===== config.mk =====
export PLATFORM = sky130hd
export DESIGN_NAME = mdu_top
export DESIGN_NICKNAME = d
export VERILOG_FILES = /design/src/source/mdu_data_pkg.sv /design/src/source/mdu_op_pkg.sv /design/src/source/mdu_decode.sv /design/src/source/mdu_multiplier.sv /design/src/source/mdu_divider.sv /design/src/source/mdu_result.sv /design/src/source/mdu_top.sv
export SDC_FILE = /design/constraint.sdc
export NUM_CORES = 2
export LEC_CHECK = 0
export ABC_AREA = 1
export BUFFER_PORTS_ARGS = -buffer_cell sky130_fd_sc_hd__buf_2
export CORE_MARGIN = 2
export CORE_UTILIZATION = 60
export DETAILED_ROUTE_END_ITERATION = 16
export PLACE_DENSITY = 0.79
export RECOVER_POWER = 100
export SYNTH_ARGS = -nofsm -noshare
export SYNTH_HDL_FRONTEND = slang
export SYNTH_SLANG_ARGS = --single-unit

===== constraint.sdc =====
create_clock -name CLK -period 19.67 [get_ports CLK]
set_input_delay 3.934 -clock CLK [delete_from_list [all_inputs] [get_ports CLK]]
set_output_delay 3.934 -clock CLK [all_outputs]
set_load 0.1 [all_outputs]

===== src/source/mdu_data_pkg.sv =====
// multiply/divide unit data types, word widths and the shared result word
package mdu_data_pkg;

    localparam int XLEN = 32;

    typedef logic [XLEN-1:0] word_t;

    typedef logic [2*XLEN-1:0] dword_t;

    // divide result as it appears on the response, remainder in the upper word
    typedef struct packed {
        word_t remainder;
        word_t quotient;
    } div_pair_t;

    // one finished result, written as a product or as a quotient/remainder pair
    typedef union packed {
        dword_t    product;
        div_pair_t division;
    } mdu_result_u;

    typedef struct packed {
        word_t hi;
        word_t lo;
    } mdu_rsp_t;

endpackage


===== src/source/mdu_op_pkg.sv =====
// multiply/divide unit operation codes, request layout and decoded control
package mdu_op_pkg;

    import mdu_data_pkg::*;

    typedef enum logic [1:0] {
        op_mul  = 2'd0,  // signed multiply
        op_mulu = 2'd1,
        op_div  = 2'd2,  // signed divide
        op_divu = 2'd3
    } mdu_op_e;

    typedef struct packed {
        mdu_op_e op;
        word_t   a;
        word_t   b;
    } mdu_req_t;

    typedef struct packed {
        logic is_div;
        logic is_signed;
    } mdu_ctrl_t;

endpackage


===== src/source/mdu_decode.sv =====
// request decode, tracks the operation in flight and starts one execute unit
`timescale 1ns/10ps

module mdu_decode
    import mdu_data_pkg::*;
    import mdu_op_pkg::*;
(
    input  logic      CLK,
    input  logic      RST,
    input  mdu_req_t  req,
    input  logic      req_valid,
    output logic      req_ready,
    input  logic      rsp_taken,
    output word_t     a,
    output word_t     b,
    output mdu_ctrl_t ctrl,
    output logic      mul_start,
    output logic      div_start
);

    logic      busy;
    logic      busy_next;
    logic      accept;
    mdu_ctrl_t ctrl_dec;

    assign accept    = req_valid & req_ready;
    assign busy_next = accept | (busy & ~rsp_taken);  // free again once the response leaves

    always_comb begin
        ctrl_dec = '0;
        case (req.op)
            op_mul:  ctrl_dec.is_signed = 1'b1;
            op_mulu: ctrl_dec.is_signed = 1'b0;
            op_div: begin
                ctrl_dec.is_div    = 1'b1;
                ctrl_dec.is_signed = 1'b1;
            end
            default: ctrl_dec.is_div = 1'b1;
        endcase
    end

    always_ff @(posedge CLK or posedge RST) begin
        if (RST) begin
            busy      <= 1'b0;
            req_ready <= 1'b0;
            mul_start <= 1'b0;
            div_start <= 1'b0;
        end else begin
            busy      <= busy_next;
            req_ready <= ~busy_next;
            mul_start <= accept & ~ctrl_dec.is_div;
            div_start <= accept & ctrl_dec.is_div;
        end
    end

    always_ff @(posedge CLK) begin
        if (accept) begin
            a    <= req.a;
            b    <= req.b;
            ctrl <= ctrl_dec;
        end
    end

endmodule


===== src/source/mdu_multiplier.sv =====
// 32x32 signed/unsigned multiplier, partial products summed in a balanced adder tree
`timescale 1ns/10ps

module mdu_multiplier
    import mdu_data_pkg::*;
(
    input  logic   CLK,
    input  logic   RST,
    input  word_t  a,
    input  word_t  b,
    input  logic   is_signed,
    input  logic   mul_start,
    output dword_t product,
    output logic   product_valid
);

    localparam int NPP = 2 * XLEN;  // one partial product per bit of the extended b

    dword_t a_ext;
    dword_t b_ext;
    dword_t tree [2*NPP-1];  // heap order, node n sums nodes 2n+1 and 2n+2

    // the product modulo 2**64 of the extended operands is the full product
    assign a_ext = is_signed ? {{XLEN{a[XLEN-1]}}, a} : {{XLEN{1'b0}}, a};
    assign b_ext = is_signed ? {{XLEN{b[XLEN-1]}}, b} : {{XLEN{1'b0}}, b};

    genvar i;
    generate
        for (i = 0; i < NPP; i++) begin : g_pp
            assign tree[NPP-1+i] = b_ext[i] ? (a_ext << i) : '0;
        end
        for (i = 0; i < NPP - 1; i++) begin : g_add
            assign tree[i] = tree[2*i+1] + tree[2*i+2];
        end
    endgenerate

    always_ff @(posedge CLK or posedge RST) begin
        if (RST) begin
            product_valid <= 1'b0;
        end else begin
            product_valid <= mul_start;
        end
    end

    always_ff @(posedge CLK) begin
        if (mul_start) begin
            product <= tree[0];
        end
    end

endmodule


===== src/source/mdu_divider.sv =====
// iterative non-restoring divider on magnitudes with sign and corner-case fixup
`timescale 1ns/10ps

module mdu_divider
    import mdu_data_pkg::*;
(
    input  logic  CLK,
    input  logic  RST,
    input  word_t a,
    input  word_t b,
    input  logic  is_signed,
    input  logic  div_start,
    output word_t quotient,
    output word_t remainder,
    output logic  div_done
);

    localparam int CW = $clog2(XLEN) + 1;

    logic            busy;
    logic [CW-1:0]   count;
    logic            last;
    logic [XLEN:0]   part_rem;  // partial remainder with its sign bit on top
    logic [XLEN+1:0] shifted;
    logic [XLEN+1:0] step;
    word_t           quo;
    word_t           dvsr;
    word_t           a_mag;
    word_t           b_mag;
    word_t           rem_mag;
    logic            neg_q;
    logic            neg_r;
    logic            div_zero;

    assign a_mag = (is_signed && a[XLEN-1]) ? -a : a;
    assign b_mag = (is_signed && b[XLEN-1]) ? -b : b;

    assign last = (count == CW'(XLEN));

    // one extra bit so that twice the partial remainder cannot overflow
    assign shifted = {part_rem, quo[XLEN-1]};
    assign step    = part_rem[XLEN] ? shifted + {2'b00, dvsr} : shifted - {2'b00, dvsr};

    // a negative final remainder is one divisor short
    assign rem_mag = part_rem[XLEN] ? part_rem[XLEN-1:0] + dvsr : part_rem[XLEN-1:0];

    always_ff @(posedge CLK or posedge RST) begin
        if (RST) begin
            busy     <= 1'b0;
            count    <= '0;
            div_done <= 1'b0;
        end else begin
            div_done <= busy & last;
            if (div_start) begin
                busy  <= 1'b1;
                count <= '0;
            end else if (busy) begin
                if (last) begin
                    busy <= 1'b0;
                end else begin
                    count <= count + 1'b1;
                end
            end
        end
    end

    always_ff @(posedge CLK) begin
        if (div_start) begin
            part_rem <= '0;
            quo      <= a_mag;  // dividend shifts out on top as quotient bits come in
            dvsr     <= b_mag;
            neg_q    <= is_signed & (a[XLEN-1] ^ b[XLEN-1]);
            neg_r    <= is_signed & a[XLEN-1];
            div_zero <= (b == '0);
        end else if (busy && !last) begin
            part_rem <= step[XLEN:0];
            quo      <= {quo[XLEN-2:0], ~step[XLEN+1]};
        end else if (busy) begin
            // most negative by minus one already yields itself after negation
            if (div_zero) begin
                quotient <= '1;
            end else begin
                quotient <= neg_q ? -quo : quo;
            end
            remainder <= neg_r ? -rem_mag : rem_mag;  // dividend comes back here on a zero divisor
        end
    end

endmodule


===== src/source/mdu_result.sv =====
// result register, holds the response word until the consumer takes it
`timescale 1ns/10ps

module mdu_result
    import mdu_data_pkg::*;
(
    input  logic     CLK,
    input  logic     RST,
    input  dword_t   product,
    input  logic     product_valid,
    input  word_t    quotient,
    input  word_t    remainder,
    input  logic     div_done,
    output mdu_rsp_t rsp,
    output logic     rsp_valid,
    input  logic     rsp_ready,
    output logic     rsp_taken
);

    mdu_result_u res;

    always_ff @(posedge CLK) begin
        if (product_valid) begin
            res.product <= product;
        end else if (div_done) begin
            res.division <= '{remainder: remainder, quotient: quotient};
        end
    end

    always_ff @(posedge CLK or posedge RST) begin
        if (RST) begin
            rsp_valid <= 1'b0;
        end else if (product_valid || div_done) begin
            rsp_valid <= 1'b1;
        end else if (rsp_taken) begin
            rsp_valid <= 1'b0;
        end
    end

    // both views share one layout, so the upper and lower words go out as they are
    assign rsp = '{hi: res.product[2*XLEN-1:XLEN], lo: res.product[XLEN-1:0]};

    assign rsp_taken = rsp_valid & rsp_ready;

endmodule


===== src/source/mdu_top.sv =====
// multiply/divide unit top level, one request in flight at a time
`timescale 1ns/10ps

module mdu_top
    import mdu_data_pkg::*;
    import mdu_op_pkg::*;
(
    input  logic     CLK,
    input  logic     RST,
    input  mdu_req_t req,
    input  logic     req_valid,
    output logic     req_ready,
    output mdu_rsp_t rsp,
    output logic     rsp_valid,
    input  logic     rsp_ready
);

    word_t     a;
    word_t     b;
    mdu_ctrl_t ctrl;
    logic      mul_start;
    logic      div_start;
    dword_t    product;
    logic      product_valid;
    word_t     quotient;
    word_t     remainder;
    logic      div_done;
    logic      rsp_taken;

    mdu_decode u_decode (
        .CLK       (CLK),
        .RST       (RST),
        .req       (req),
        .req_valid (req_valid),
        .req_ready (req_ready),
        .rsp_taken (rsp_taken),
        .a         (a),
        .b         (b),
        .ctrl      (ctrl),
        .mul_start (mul_start),
        .div_start (div_start)
    );

    mdu_multiplier u_multiplier (
        .CLK           (CLK),
        .RST           (RST),
        .a             (a),
        .b             (b),
        .is_signed     (ctrl.is_signed),
        .mul_start     (mul_start),
        .product       (product),
        .product_valid (product_valid)
    );

    mdu_divider u_divider (
        .CLK       (CLK),
        .RST       (RST),
        .a         (a),
        .b         (b),
        .is_signed (ctrl.is_signed),
        .div_start (div_start),
        .quotient  (quotient),
        .remainder (remainder),
        .div_done  (div_done)
    );

    mdu_result u_result (
        .CLK           (CLK),
        .RST           (RST),
        .product       (product),
        .product_valid (product_valid),
        .quotient      (quotient),
        .remainder     (remainder),
        .div_done      (div_done),
        .rsp           (rsp),
        .rsp_valid     (rsp_valid),
        .rsp_ready     (rsp_ready),
        .rsp_taken     (rsp_taken)
    );

endmodule


==> flow_summary_export.csv <==
group,metric,value,unit
floorplanning,io_pins,136,
global_route,grt_pass1_wl,319000,um
yosys,postSynthCellCount,7615,
yosys,async_flop_share,0.0377,
timing,period_needed,12.73,ns
drt,via_count,51200,
critical_path,critPathBufInv,7,
drt,wl_per_cell,22.6,um
cts,cts.path.max_buffers,3,
global_route,grt_pass1_vias,54700,
cells_and_area,synthToLayoutAreaGrowth,4.96,%
cts,clk_pin_slew_worst_paths,0.09,ns
timing,fmax,0.0786,GHz
yosys,postSynthAreaPerCell,8.80,um^2
floorplanning,dieArea,0.114,mm^2
timing,hold_viol_final,0,
timing,tns,0,ns
yosys,synth_edf_count,324,
drt,drc,0,
cts,cts_tree,"yes",
floorplanning,std_cell_rows,122,
timing,slew_headroom,-1.71,
cts,cts_inserted_buffers,47,
critical_path,cpPeakStageDelay,1.70,ns
critical_path,cp.arrival,13.19,ns
placement,io_buffer_count,135,
drt,drtPass1Iterations,5,
timing,slew_violations,738,
yosys,ys_types,59,
cts,cts_resized,0,
cts,htree_levels,2,
placement,dp_hpwl,163000,um
run,cap_violations,16,
cells_and_area,mostFrequentLayoutCell,"inv_1",
yosys,yosys_warnings,0,
cells_and_area,nets,9395,
worst_hold_path,min_path_type,"flip-flop to flip-flop",
drt,wl,206000,um
cts,cts_setup_buffers,0,
timing,finalCritPeriodShare,0.647,
cells_and_area,drive_gt1_frac,0.0450,
timing,tightest_slew,4.06,ns
drt,antenna_left,0,
global_route,grt_max_degree,89,
cts,cts_sinks,371,
drt,vias_per_cell,5.63,
floorplanning,die_w,338,um
yosys,ys_ff_latch,371,
critical_path,worstPathMaxFanout,34,
cts,insertion_delay,0.71,ns
yosys,syn_nets,9446,
drt,drt_iter0_markers,4857,
floorplanning,core-area,0.111,mm^2
timing,rsz0062_at_grt,"no",
global_route,track_usage,0.371,
cells_and_area,fill_cells,9318,
cts,hold_buffers,0,
global_route,antenna_found_initial,12,
cts,cts_root_buffer,"clkbuf_16",
yosys,synthFlopType,"edfxtp_1",
timing,finClkSkew,0.0840,ns
critical_path,critPathMostFrequentCell,"fa_1",
outcome,status,"finished, violations left",
timing,setup_viol,0,
critical_path,cp_slowest_cell,"clkbuf_1",
cells_and_area,layout_common_cells,"1,986 x inv_1, 1,705 x nand2_1, 1,386 x fa_1, 375 x ha_1, 332 x nor2_1",
critical_path,cp.required,20.13,ns
floorplanning,start_util,0.605,
placement,place.gp.congestion,1.01,
global_route,grt_overflow,0,
floorplanning,die_h,338,um
yosys,synth.cell_area,0.0670,mm^2
critical_path,worstSetupPathType,"flip-flop to flip-flop",
yosys,yosysSeqAreaShare,0.160,
critical_path,endpoint_kind,"flip-flop",
critical_path,critical_path.top_delay_family,"adder cells",
outcome,violations,"max-capacitance violations, max-slew violations",
critical_path,start_kind,"flip-flop",
through the flow:
step | instance area (um^2) | utilization | setup WS (ns) | hold slack (ns) | std cells
floorplan | 67000 | - | 11.24 | 0.421 | 7615
global placement | 69000 | 0.622 | 10.05 | 0.481 | 9003
detailed placement | 69000 | 0.622 | 10.10 | 0.479 | 9003
CTS | 70600 | 0.637 | 10.07 | 0.496 | 9091
global route | 70400 | 0.635 | 6.67 | 0.496 | 9091
finish | 70400 | 0.635 | 6.94 | 0.487 | 9093
worst reg2reg max path: cells and delay by family, from the launching register on:
kind | cells | cell delay [ns]
adders and majority gates | 11 | 5.30
buffers and inverters | 7 | 3.77
and+or+nand+nor | 8 | 2.80
DFF | 1 | 0.32
xor gates and xnor gates | 1 | 0.13
AOI/OAI and AO/OA | 1 | 0.21
path summary, 6_finish.rpt:
kind,from,endpoint,slack [ns],cells after the start
min reg2reg,u_divider.count[4]$_DFFE_PP0P_,u_divider.count[5]$_DFFE_PP0P_,0.49,2
max,u_decode.a[31]$_DFFE_PP_,u_multiplier.product[51]$_DFFE_PP_,6.94,28
min in group asynchronous,RST,u_divider.count[3]$_DFFE_PP0P_,3.31,2
max reg2reg,u_decode.a[31]$_DFFE_PP_,u_multiplier.product[51]$_DFFE_PP_,6.94,28
min,u_divider.count[4]$_DFFE_PP0P_,u_divider.count[5]$_DFFE_PP0P_,0.49,2
max in group asynchronous,RST,u_multiplier.product_valid$_DFF_PP0_,15.87,2
layer usage:
metal,up-vias,GRT usage,part of all wire,wire length (um)
met3,568,0.105,0.12,24400
li1,22200,-,-,-
met5,-,0,0.00029,60
met2,2815,0.578,0.45,93000
met1,25500,0.486,0.38,77700
met4,10,0.164,0.051,10500
Yosys cell counts (11+ instances only):
master	number	area [um^2]
fa_1	1386	27700
a21oi_1	180	901
dfxtp_1	33	661
nor3_1	31	155
buf_2	11	55.1
nand3b_1	11	82.6
nand3_1	173	866
inv_1	1984	7450
o21ai_1	22	110
nor2_1	327	1230
o21ai_0	166	831
ha_1	375	4690
nor4_1	12	75.1
nor2_2	40	250
nand4_1	42	263
edfxtp_1	324	9730
clkbuf_1	239	897
inv_2	23	86.3
mux2_2	64	721
nand2_2	21	131
dfrtp_1	14	350
xnor2_1	76	666
o211ai_1	14	105
a31oi_1	25	156
xor2_1	144	1260
buf_1	57	214
nand2_1	1702	6390
flip-flops by register name, indices dropped and copies added, names as in the netlist, 6 cells and up:
name	count
u_decode.a	32
u_decode.b	32
u_divider.count	6
u_divider.dvsr	32
u_divider.part_rem	33
u_divider.quo	32
u_divider.quotient	32
u_divider.remainder	32
u_multiplier.product	64
u_result.rsp	64
layout make-up:
type                            instances  area [um^2]  share of cell area
Antenna cell                            2         5.00           0.0000711
Clock buffer                           61         1300              0.0185
Multi-Input combinational cell       4920        47500               0.675
Tap cell                             1488         1860              0.0265
Sequential cell                       371        10700               0.153
Clock inverter                         27          309             0.00439
Inverter                             2011         7550               0.107
Timing Repair Buffer                  213         1120              0.0159
kinds of logic after synthesis:
logic type / Yosys count / synth area share
AO/OA/AOI/OAI: 469 / 0.0387
XOR/XNOR: 220 / 0.0287
adder cells (fa/ha/maj): 1761 / 0.484
buffers and inverters: 2324 / 0.131
flip-flops: 371 / 0.160
multiplexers: 64 / 0.0107
AND/OR/NAND/NOR: 2406 / 0.147
Power is not shown: default switching activity piles up to over one toggle a cycle in this logic, so the estimate is an artifact.
